`src/design/board_pkg.sv`:
```
package board_pkg;

    // timing, kept short for simulation; a board build raises these
    localparam int CLKS_PER_BIT    = 16;
    localparam int DEBOUNCE_CYCLES = 8;
    localparam int SCAN_CYCLES     = 4;

    // command frame opcodes
    localparam logic [7:0] OP_WRITE = 8'h01;
    localparam logic [7:0] OP_READ  = 8'h02;

    // register map
    localparam logic [7:0] ADDR_LED        = 8'h00;
    localparam logic [7:0] ADDR_SEG_VALUE  = 8'h04;
    localparam logic [7:0] ADDR_SEG_ENABLE = 8'h08;
    localparam logic [7:0] ADDR_SWITCHES   = 8'h0C;
    localparam logic [7:0] ADDR_BUTTONS    = 8'h10;

    typedef logic [15:0] sw_t;

    typedef struct packed {
        logic up;
        logic down;
        logic left;
        logic center;
        logic right;
    } btn_t;

    typedef struct packed {
        logic        write;
        logic [7:0]  addr;
        logic [31:0] wdata;
    } bus_req_t;

    typedef struct packed {
        logic [31:0] rdata;
    } bus_rsp_t;

endpackage
```
`src/design/board_top.sv`:
```
module board_top (
    input  logic            clk,
    input  logic            rst_n,
    input  logic            uart_rx,
    input  board_pkg::sw_t  sw,
    input  board_pkg::btn_t btn,
    output logic [15:0]     led,
    output logic [7:0]      seg,
    output logic [7:0]      an,
    output logic            uart_tx
);

    board_pkg::sw_t      sw_db;
    board_pkg::btn_t     btn_db;
    logic [7:0]          rx_data;
    logic                rx_valid;
    board_pkg::bus_req_t bus_req;
    logic                bus_req_valid;
    logic                bus_ack;
    board_pkg::bus_rsp_t bus_rsp;
    logic [7:0]          tx_data;
    logic                tx_req;
    logic                tx_ack;
    logic [31:0]         seg_value;
    logic [7:0]          seg_enable;

    input_debouncer #(.payload_t (board_pkg::sw_t)) u_sw_debouncer (
        .clk   ( clk   ),
        .rst_n ( rst_n ),
        .raw   ( sw    ),
        .clean ( sw_db )
    );

    input_debouncer #(.payload_t (board_pkg::btn_t)) u_btn_debouncer (
        .clk   ( clk    ),
        .rst_n ( rst_n  ),
        .raw   ( btn    ),
        .clean ( btn_db )
    );

    uart_receiver u_uart_receiver (
        .clk      ( clk      ),
        .rst_n    ( rst_n    ),
        .rx       ( uart_rx  ),
        .rx_data  ( rx_data  ),
        .rx_valid ( rx_valid )
    );

    uart_transmitter u_uart_transmitter (
        .clk     ( clk     ),
        .rst_n   ( rst_n   ),
        .tx_data ( tx_data ),
        .tx_req  ( tx_req  ),
        .tx_ack  ( tx_ack  ),
        .tx      ( uart_tx )
    );

    // stands in for the processor as bus master
    cmd_engine u_cmd_engine (
        .clk           ( clk           ),
        .rst_n         ( rst_n         ),
        .rx_data       ( rx_data       ),
        .rx_valid      ( rx_valid      ),
        .bus_req       ( bus_req       ),
        .bus_req_valid ( bus_req_valid ),
        .bus_ack       ( bus_ack       ),
        .bus_rsp       ( bus_rsp       ),
        .tx_data       ( tx_data       ),
        .tx_req        ( tx_req        ),
        .tx_ack        ( tx_ack        )
    );

    io_regs u_io_regs (
        .clk           ( clk           ),
        .rst_n         ( rst_n         ),
        .bus_req       ( bus_req       ),
        .bus_req_valid ( bus_req_valid ),
        .bus_ack       ( bus_ack       ),
        .bus_rsp       ( bus_rsp       ),
        .sw_db         ( sw_db         ),
        .btn_db        ( btn_db        ),
        .led           ( led           ),
        .seg_value     ( seg_value     ),
        .seg_enable    ( seg_enable    )
    );

    seg_scan u_seg_scan (
        .clk        ( clk        ),
        .rst_n      ( rst_n      ),
        .seg_value  ( seg_value  ),
        .seg_enable ( seg_enable ),
        .seg        ( seg        ),
        .an         ( an         )
    );

endmodule

```
`src/design/seg_scan.sv`:
```
module seg_scan (
    input  logic        clk,
    input  logic        rst_n,
    input  logic [31:0] seg_value,
    input  logic [7:0]  seg_enable,
    output logic [7:0]  seg,
    output logic [7:0]  an
);

    localparam int CNT_W = $clog2(board_pkg::SCAN_CYCLES + 1);

    logic [CNT_W-1:0] scan_cnt;
    logic [2:0]       digit_idx;
    logic [3:0]       nibble;

    // segments a..g, active high
    function automatic logic [6:0] hex_to_seg(input logic [3:0] h);
        case (h)
            4'h0: return 7'h7E;
            4'h1: return 7'h30;
            4'h2: return 7'h6D;
            4'h3: return 7'h79;
            4'h4: return 7'h33;
            4'h5: return 7'h5B;
            4'h6: return 7'h5F;
            4'h7: return 7'h70;
            4'h8: return 7'h7F;
            4'h9: return 7'h7B;
            4'hA: return 7'h77;
            4'hB: return 7'h1F;
            4'hC: return 7'h4E;
            4'hD: return 7'h3D;
            4'hE: return 7'h4F;
            default: return 7'h47;
        endcase
    endfunction

    always_ff @(posedge clk) begin
        if (!rst_n) begin
            scan_cnt  <= '0;
            digit_idx <= '0;
        end else if (scan_cnt == CNT_W'(board_pkg::SCAN_CYCLES - 1)) begin
            scan_cnt  <= '0;
            digit_idx <= digit_idx + 1'b1; // wraps 7 -> 0
        end else begin
            scan_cnt <= scan_cnt + 1'b1;
        end
    end

    assign nibble = seg_value[digit_idx*4 +: 4];
    assign seg    = {~hex_to_seg(nibble), 1'b1}; // dp off
    assign an     = ~(seg_enable & (8'b1 << digit_idx));

endmodule

```
`src/design/io_regs.sv`:
```
module io_regs (
    input  logic                clk,
    input  logic                rst_n,
    input  board_pkg::bus_req_t bus_req,
    input  logic                bus_req_valid,
    output logic                bus_ack,
    output board_pkg::bus_rsp_t bus_rsp,
    input  board_pkg::sw_t      sw_db,
    input  board_pkg::btn_t     btn_db,
    output logic [15:0]         led,
    output logic [31:0]         seg_value,
    output logic [7:0]          seg_enable
);

    logic        access;
    logic        wr_en;
    logic [31:0] rdata;
    logic [4:0]  btn_lvl;
    logic [4:0]  btn_prev;
    logic [4:0]  btn_evt;   // sticky press events
    logic [4:0]  press;
    logic [4:0]  evt_clr;

    assign access  = bus_req_valid && !bus_ack; // first cycle of a transfer
    assign wr_en   = access && bus_req.write;
    assign btn_lvl = btn_db;
    assign press   = btn_lvl & ~btn_prev;
    assign evt_clr = (wr_en && bus_req.addr == board_pkg::ADDR_BUTTONS) ?
                     bus_req.wdata[12:8] : 5'b0;

    always_comb begin
        case (bus_req.addr)
            board_pkg::ADDR_LED:        rdata = {16'b0, led};
            board_pkg::ADDR_SEG_VALUE:  rdata = seg_value;
            board_pkg::ADDR_SEG_ENABLE: rdata = {24'b0, seg_enable};
            board_pkg::ADDR_SWITCHES:   rdata = {16'b0, sw_db};
            board_pkg::ADDR_BUTTONS:    rdata = {19'b0, btn_evt, 3'b0, btn_lvl};
            default:                    rdata = '0;
        endcase
    end

    always_ff @(posedge clk) begin
        if (!rst_n) begin
            bus_ack    <= 1'b0;
            led        <= '0;
            seg_value  <= '0;
            seg_enable <= '0;
            btn_prev   <= '0;
            btn_evt    <= '0;
        end else begin
            if (access) begin
                bus_ack <= 1'b1;
            end else if (!bus_req_valid) begin
                bus_ack <= 1'b0;
            end

            if (wr_en) begin
                case (bus_req.addr)
                    board_pkg::ADDR_LED:        led        <= bus_req.wdata[15:0];
                    board_pkg::ADDR_SEG_VALUE:  seg_value  <= bus_req.wdata;
                    board_pkg::ADDR_SEG_ENABLE: seg_enable <= bus_req.wdata[7:0];
                    default:                    ;
                endcase
            end

            btn_prev <= btn_lvl;
            btn_evt  <= (btn_evt & ~evt_clr) | press; // a new press wins over clear
        end
    end

    always_ff @(posedge clk) begin
        if (access) bus_rsp.rdata <= rdata;
    end

endmodule

```
`src/design/cmd_engine.sv`:
```
module cmd_engine (
    input  logic               clk,
    input  logic               rst_n,
    input  logic [7:0]         rx_data,
    input  logic               rx_valid,
    output board_pkg::bus_req_t bus_req,
    output logic               bus_req_valid,
    input  logic               bus_ack,
    input  board_pkg::bus_rsp_t bus_rsp,
    output logic [7:0]         tx_data,
    output logic               tx_req,
    input  logic               tx_ack
);

    typedef enum logic [2:0] {
        C_OPCODE,
        C_ADDR,
        C_DATA,
        C_BUS,
        C_REPLY
    } state_t;

    state_t      state;
    logic [1:0]  byte_cnt;
    logic        is_write;
    logic [7:0]  addr_q;
    logic [31:0] wdata_q;
    logic [31:0] reply_q;

    always_comb begin
        bus_req.write = is_write;
        bus_req.addr  = addr_q;
        bus_req.wdata = wdata_q;
    end

    assign tx_data = reply_q[31:24]; // msb first

    always_ff @(posedge clk) begin
        if (!rst_n) begin
            state         <= C_OPCODE;
            byte_cnt      <= '0;
            bus_req_valid <= 1'b0;
            tx_req        <= 1'b0;
        end else begin
            case (state)
                C_OPCODE: begin
                    if (rx_valid) begin
                        if (rx_data == board_pkg::OP_WRITE || rx_data == board_pkg::OP_READ) begin
                            state <= C_ADDR;
                        end
                    end
                end
                C_ADDR: begin
                    if (rx_valid) begin
                        byte_cnt <= '0;
                        state    <= is_write ? C_DATA : C_BUS;
                    end
                end
                C_DATA: begin
                    if (rx_valid) begin
                        if (byte_cnt == 2'd3) state <= C_BUS;
                        byte_cnt <= byte_cnt + 1'b1;
                    end
                end
                C_BUS: begin
                    if (!bus_req_valid && !bus_ack) begin
                        bus_req_valid <= 1'b1;
                    end else if (bus_req_valid && bus_ack) begin
                        bus_req_valid <= 1'b0;
                        byte_cnt      <= '0;
                        state         <= is_write ? C_OPCODE : C_REPLY;
                    end
                end
                C_REPLY: begin
                    if (!tx_req && !tx_ack) begin
                        tx_req <= 1'b1;
                    end else if (tx_req && tx_ack) begin
                        tx_req <= 1'b0;
                        if (byte_cnt == 2'd3) state <= C_OPCODE;
                        byte_cnt <= byte_cnt + 1'b1;
                    end
                end
                default: state <= C_OPCODE;
            endcase
        end
    end

    // frame payload, no reset needed
    always_ff @(posedge clk) begin
        if (state == C_OPCODE && rx_valid) is_write <= (rx_data == board_pkg::OP_WRITE);
        if (state == C_ADDR && rx_valid) addr_q <= rx_data;
        if (state == C_DATA && rx_valid) wdata_q <= {wdata_q[23:0], rx_data};
        if (state == C_BUS && bus_req_valid && bus_ack) begin
            reply_q <= bus_rsp.rdata;
        end else if (state == C_REPLY && tx_req && tx_ack) begin
            reply_q <= {reply_q[23:0], 8'h00};
        end
    end

endmodule

```
`src/design/uart_transmitter.sv`:
```
module uart_transmitter (
    input  logic       clk,
    input  logic       rst_n,
    input  logic [7:0] tx_data,
    input  logic       tx_req,
    output logic       tx_ack,
    output logic       tx
);

    localparam int CNT_W = $clog2(board_pkg::CLKS_PER_BIT);

    typedef enum logic [1:0] {
        T_IDLE,
        T_ACK,
        T_SEND
    } state_t;

    state_t           state;
    logic [CNT_W-1:0] baud_cnt;
    logic [3:0]       bit_cnt;
    logic [8:0]       shift_q;    // data bits then stop bit

    always_ff @(posedge clk) begin
        if (!rst_n) begin
            state    <= T_IDLE;
            tx_ack   <= 1'b0;
            tx       <= 1'b1;
            baud_cnt <= '0;
            bit_cnt  <= '0;
        end else begin
            case (state)
                T_IDLE: begin
                    tx <= 1'b1;
                    if (tx_req) begin
                        shift_q <= {1'b1, tx_data};
                        tx_ack  <= 1'b1;
                        state   <= T_ACK;
                    end
                end
                T_ACK: begin
                    if (!tx_req) begin
                        tx_ack   <= 1'b0;
                        tx       <= 1'b0; // start bit
                        baud_cnt <= '0;
                        bit_cnt  <= '0;
                        state    <= T_SEND;
                    end
                end
                T_SEND: begin
                    if (baud_cnt == CNT_W'(board_pkg::CLKS_PER_BIT - 1)) begin
                        baud_cnt <= '0;
                        if (bit_cnt == 4'd9) begin
                            state <= T_IDLE; // stop bit done
                        end else begin
                            tx      <= shift_q[0];
                            shift_q <= {1'b0, shift_q[8:1]};
                            bit_cnt <= bit_cnt + 1'b1;
                        end
                    end else begin
                        baud_cnt <= baud_cnt + 1'b1;
                    end
                end
                default: state <= T_IDLE;
            endcase
        end
    end

endmodule

```
`src/design/uart_receiver.sv`:
```
module uart_receiver (
    input  logic       clk,
    input  logic       rst_n,
    input  logic       rx,
    output logic [7:0] rx_data,
    output logic       rx_valid
);

    localparam int CNT_W = $clog2(board_pkg::CLKS_PER_BIT);

    typedef enum logic [1:0] {
        R_IDLE,
        R_START,
        R_DATA,
        R_STOP
    } state_t;

    state_t           state;
    logic             rx_q1;
    logic             rx_s;
    logic [CNT_W-1:0] baud_cnt;
    logic [2:0]       bit_idx;
    logic [7:0]       shift_q;

    always_ff @(posedge clk) begin
        if (!rst_n) begin
            rx_q1 <= 1'b1;
            rx_s  <= 1'b1;
        end else begin
            rx_q1 <= rx;
            rx_s  <= rx_q1;
        end
    end

    always_ff @(posedge clk) begin
        if (!rst_n) begin
            state    <= R_IDLE;
            baud_cnt <= '0;
            bit_idx  <= '0;
            rx_valid <= 1'b0;
        end else begin
            rx_valid <= 1'b0;
            case (state)
                R_IDLE: begin
                    baud_cnt <= '0;
                    if (!rx_s) state <= R_START;
                end
                R_START: begin
                    if (baud_cnt == CNT_W'(board_pkg::CLKS_PER_BIT / 2 - 1)) begin
                        baud_cnt <= '0;
                        bit_idx  <= '0;
                        state    <= rx_s ? R_IDLE : R_DATA; // glitch, not a start bit
                    end else begin
                        baud_cnt <= baud_cnt + 1'b1;
                    end
                end
                R_DATA: begin
                    if (baud_cnt == CNT_W'(board_pkg::CLKS_PER_BIT - 1)) begin
                        baud_cnt <= '0;
                        if (bit_idx == 3'd7) state <= R_STOP;
                        bit_idx <= bit_idx + 1'b1;
                    end else begin
                        baud_cnt <= baud_cnt + 1'b1;
                    end
                end
                R_STOP: begin
                    if (baud_cnt == CNT_W'(board_pkg::CLKS_PER_BIT - 1)) begin
                        rx_valid <= rx_s; // framing error drops the byte
                        state    <= R_IDLE;
                    end else begin
                        baud_cnt <= baud_cnt + 1'b1;
                    end
                end
                default: state <= R_IDLE;
            endcase
        end
    end

    // lsb arrives first
    always_ff @(posedge clk) begin
        if (state == R_DATA && baud_cnt == CNT_W'(board_pkg::CLKS_PER_BIT - 1)) begin
            shift_q <= {rx_s, shift_q[7:1]};
        end
        if (state == R_STOP && baud_cnt == CNT_W'(board_pkg::CLKS_PER_BIT - 1)) begin
            rx_data <= shift_q;
        end
    end

endmodule

```
`src/design/input_debouncer.sv`:
```
module input_debouncer #(
    parameter type payload_t = logic
) (
    input  logic     clk,
    input  logic     rst_n,
    input  payload_t raw,
    output payload_t clean
);

    localparam int CNT_W = $clog2(board_pkg::DEBOUNCE_CYCLES + 1);

    payload_t         sync_q1;
    payload_t         sync_q2;
    payload_t         last_q;     // sync value seen on the previous cycle
    logic [CNT_W-1:0] stable_cnt;

    always_ff @(posedge clk) begin
        if (!rst_n) begin
            sync_q1    <= '0;
            sync_q2    <= '0;
            last_q     <= '0;
            stable_cnt <= '0;
            clean      <= '0;
        end else begin
            sync_q1 <= raw;
            sync_q2 <= sync_q1;
            last_q  <= sync_q2;

            if (sync_q2 != last_q) begin
                stable_cnt <= '0; // still bouncing, start over
            end else if (sync_q2 != clean) begin
                if (stable_cnt == CNT_W'(board_pkg::DEBOUNCE_CYCLES - 1)) begin
                    clean      <= sync_q2;
                    stable_cnt <= '0;
                end else begin
                    stable_cnt <= stable_cnt + 1'b1;
                end
            end else begin
                stable_cnt <= '0;
            end
        end
    end

endmodule

```
`config.mk`:
```
export PLATFORM = sky130hd
export DESIGN_NAME = board_top
export DESIGN_NICKNAME = d
export VERILOG_FILES = /design/src/design/board_pkg.sv /design/src/design/board_top.sv /design/src/design/seg_scan.sv /design/src/design/io_regs.sv /design/src/design/cmd_engine.sv /design/src/design/uart_transmitter.sv /design/src/design/uart_receiver.sv /design/src/design/input_debouncer.sv
export SDC_FILE = /design/constraint.sdc
export NUM_CORES = 1
export LEC_CHECK = 0
export CORE_AREA = 2 2 185 187
export CTS_CLUSTER_DIAMETER = 80
export DETAILED_ROUTE_END_ITERATION = 10
export DIE_AREA = 0 0 187 189
export DONT_BUFFER_PORTS = 1
export GPL_ROUTABILITY_DRIVEN = 0
export HOLD_SLACK_MARGIN = 0.12
export PLACE_DENSITY_LB_ADDON = 0.2
export RECOVER_POWER = 25
export SYNTH_ARGS = -nofsm -noshare
export SYNTH_HDL_FRONTEND = slang
export SYNTH_SLANG_ARGS = --single-unit
```
`constraint.sdc`:
```
create_clock -name clk -period 4.8 [get_ports clk]
set_input_delay 0.96 -clock clk [delete_from_list [all_inputs] [get_ports clk]]
set_output_delay 0.96 -clock clk [all_outputs]
set_load 0.02 [all_outputs]
```
==> flow_summary.ini <==
[outcome]
status = finished, final reports clean

[synth]
synthArstFlopShare = 0
ys_seq_area_frac = 0.5972
avgSynthCellArea_sq_um = 11.28
ys_dominant_reg_cell = dfxtp_1
synth_cell_types = 59
yosysWarnings = 0
synth_edf_count = 130
ys_ff_latch = 326
synth_cells = 1162
syn-cell-area_sq_um = 13110
synth_nets = 1220

[critical_path]
crit_arrival_ns = 3.13
path_max_fanout = 10
crit_type = flip-flop to output pin
cp.required_ns = 3.84
start_kind = flip-flop
cp-end-kind = output pin

[layout]
fillers = 3121
syn_to_final_growth_pct = 12.35
layout_common_cells = 196 x dfxtp_1, 188 x nand2_1, 130 x edfxtp_1, 75 x a21oi_1, 69 x and2_1
final_common_cell = dfxtp_1
fin_nets = 1218
antenna_cells = 0
drive_gt1_frac = 0.1096
fin_util = 0.4425

[sta]
period_minus_slack_ns = 4.088
finalHoldViolCount = 0
tightest_slew_ns = 1.084
finalSetupViolations = 0
relSlewSlack = 0.2763
finalSetupTns_ns = 0
slew_violations = 0
max_freq_mhz = 244.6
clock-skew-final_ns = 0.01170
rsz0062_at_grt = false
fin_crit_sh = 0.8516

[floorplan]
die_area_sq_um = 35340
die-height_um = 189
io_pins = 57
core_sq_um = 33280
initial_core_util = 0.3938
die_w_um = 187
num_rows = 67

[cts]
cts_sinks = 326
postCtsHoldBufs = 0
cts-root-buf = clkbuf_16
cts_resized = 0
path_clk_slew_ns = 0.06
cts_made_buffers = 35
clock_latency_ns = 0.51
cts_max_level = 2
cts_tree = done
cts_setup_buffers = 0
cts_buffer_depth = 3

[run]
drv_cap = 0

[global_route]
grt-ovfl-total = 0
antenna_found_initial = 0
grt_usage = 0.1601
grt_max_degree = 97
grt_first_pass_wirelength_um = 44650
grt_pass1_vias = 7827

[place]
hpwl_um = 18670
portBuffers = 0

[power]
powerDensity_nw_per_um2 = 383.8
ir_drop_mv = 0.3068
power.leakage_nw = 5.336
total_power_mw = 5.652

[routing]
first_iter_violations = 459
vias_per_cell = 4.990
first_pass_iters = 5
wire_per_inst_um = 17.18
drc = 0
drt-total-wl_um = 28070
ant_nets = 0
vias = 8154

[min_path]
holdCritPathClass = flip-flop to flip-flop
[synth_stat cells, types with 5 or more instances]
cell | n | area [sq um]
a21bo_2 | 5 | 50.05
a21oi_1 | 75 | 375.4
a221o_1 | 10 | 100.1
a22oi_1 | 12 | 90.09
and2_1 | 79 | 494.2
buf_2 | 7 | 35.03
clkbuf_1 | 44 | 165.2
dfxtp_1 | 196 | 3924
edfxtp_1 | 130 | 3904
ha_1 | 34 | 425.4
inv_1 | 42 | 157.7
mux2_2 | 30 | 337.8
mux2i_1 | 43 | 430.4
mux4_2 | 11 | 247.7
nand2_1 | 188 | 705.7
nand2b_1 | 10 | 62.56
nand3_1 | 20 | 100.1
nand4_1 | 8 | 50.05
nor2_1 | 62 | 232.7
nor2b_1 | 10 | 62.56
nor3_1 | 8 | 40.04
nor3b_1 | 5 | 37.54
nor4_1 | 10 | 62.56
o21ai_0 | 14 | 70.07
xnor2_1 | 26 | 227.7
xor2_1 | 27 | 236.5
[layout make-up]
class / count / area, sq um / share of cell area
Clock buffer: 45 / 975.9 / 0.06627
Clock inverter: 18 / 155.1 / 0.01054
Inverter: 42 / 157.7 / 0.01071
Multi-Input combinational cell: 738 / 4922 / 0.3342
Sequential cell: 326 / 7828 / 0.5315
Tap cell: 448 / 560.5 / 0.03806
Timing Repair Buffer: 17 / 127.6 / 0.008666
[registers in the layout, summed over array words and instances, names as in the netlist, 8 cells and up, named ones only]
name	cells
u_cmd_engine.reply_q	32
u_cmd_engine.wdata_q	32
u_io_regs.bus_rsp	32
u_io_regs.seg_value	32
u_io_regs.led	16
u_sw_debouncer.clean	16
u_sw_debouncer.last_q	16
u_sw_debouncer.sync_q1	16
u_sw_debouncer.sync_q2	16
u_uart_transmitter.shift_q	9
u_cmd_engine.addr_q	8
u_io_regs.seg_enable	8
u_uart_receiver.rx_data	8
u_uart_receiver.shift_q	8
[worst max-delay path: stages, from the launching register on]
cell and delay [ns]:
dfxtp_1 0.39, buf_4 0.23, mux4_2 0.53, mux2i_1 0.67
nand2_1 0.20, o21ai_0 0.59
[metrics by stage]
| step | area, sq um | instances | hold WS [ns] | setup slack, ns |
|---|---|---|---|---|
| global route | 14730 | 1634 | 0.4182 | 0.4832 |
| floorplan | 13110 | 1162 | 0.3863 | 0.7755 |
| CTS | 14730 | 1634 | 0.4133 | 0.6541 |
| global placement | 13600 | 1571 | 0.3917 | 1.284 |
| finish | 14730 | 1634 | 0.4130 | 0.7125 |
| detailed placement | 13600 | 1571 | 0.3982 | 1.198 |
[cells by family (layout without fill, tap and decap cells)]
logic type,count (synthesis),after routing,synth area share
other cells,1,1,0.0002861
compound gates,142,142,0.06902
flops,326,326,0.5972
mux,84,84,0.07751
xor+xnor,53,53,0.03541
fa+ha+maj,34,34,0.03246
simple gates,424,424,0.1577
buf+inv,98,122,0.03045
[power breakdown]
part / internal [mW] / total [mW] / leakage [nW] / switching [mW]
logic: 0.0442 / 0.109 / 2.02 / 0.0646
clock network: 1.55 / 2.64 / 0.552 / 1.09
registers: 2.89 / 2.90 / 2.76 / 0.0197
total: 4.48 / 5.65 / 5.34 / 1.17
[metal layers]
| layer | global-route usage | up-vias | wire length (um) |
|---|---|---|---|
| met4 | 0.04365 | 0 | 530 |
| met3 | 0.03818 | 43 | 1768 |
| met5 | 0 | - | 0 |
| met1 | 0.2206 | 3930 | 12980 |
| met2 | 0.2531 | 162 | 12790 |
| li1 | - | 4019 | - |
[path summary, 6_finish.rpt]
path	startpoint	end	slack, ns	cells after the start
max	u_seg_scan.digit_idx[1]	seg[5]	0.71	5
min	u_uart_receiver.rx_q1	u_uart_receiver.rx_s	0.41	1
max reg2reg	u_cmd_engine.addr_q[1]	u_io_regs.seg_value[23]	1.82	6
min reg2reg	u_uart_receiver.rx_q1	u_uart_receiver.rx_s	0.41	1
Power figures use the tool's default switching activity.
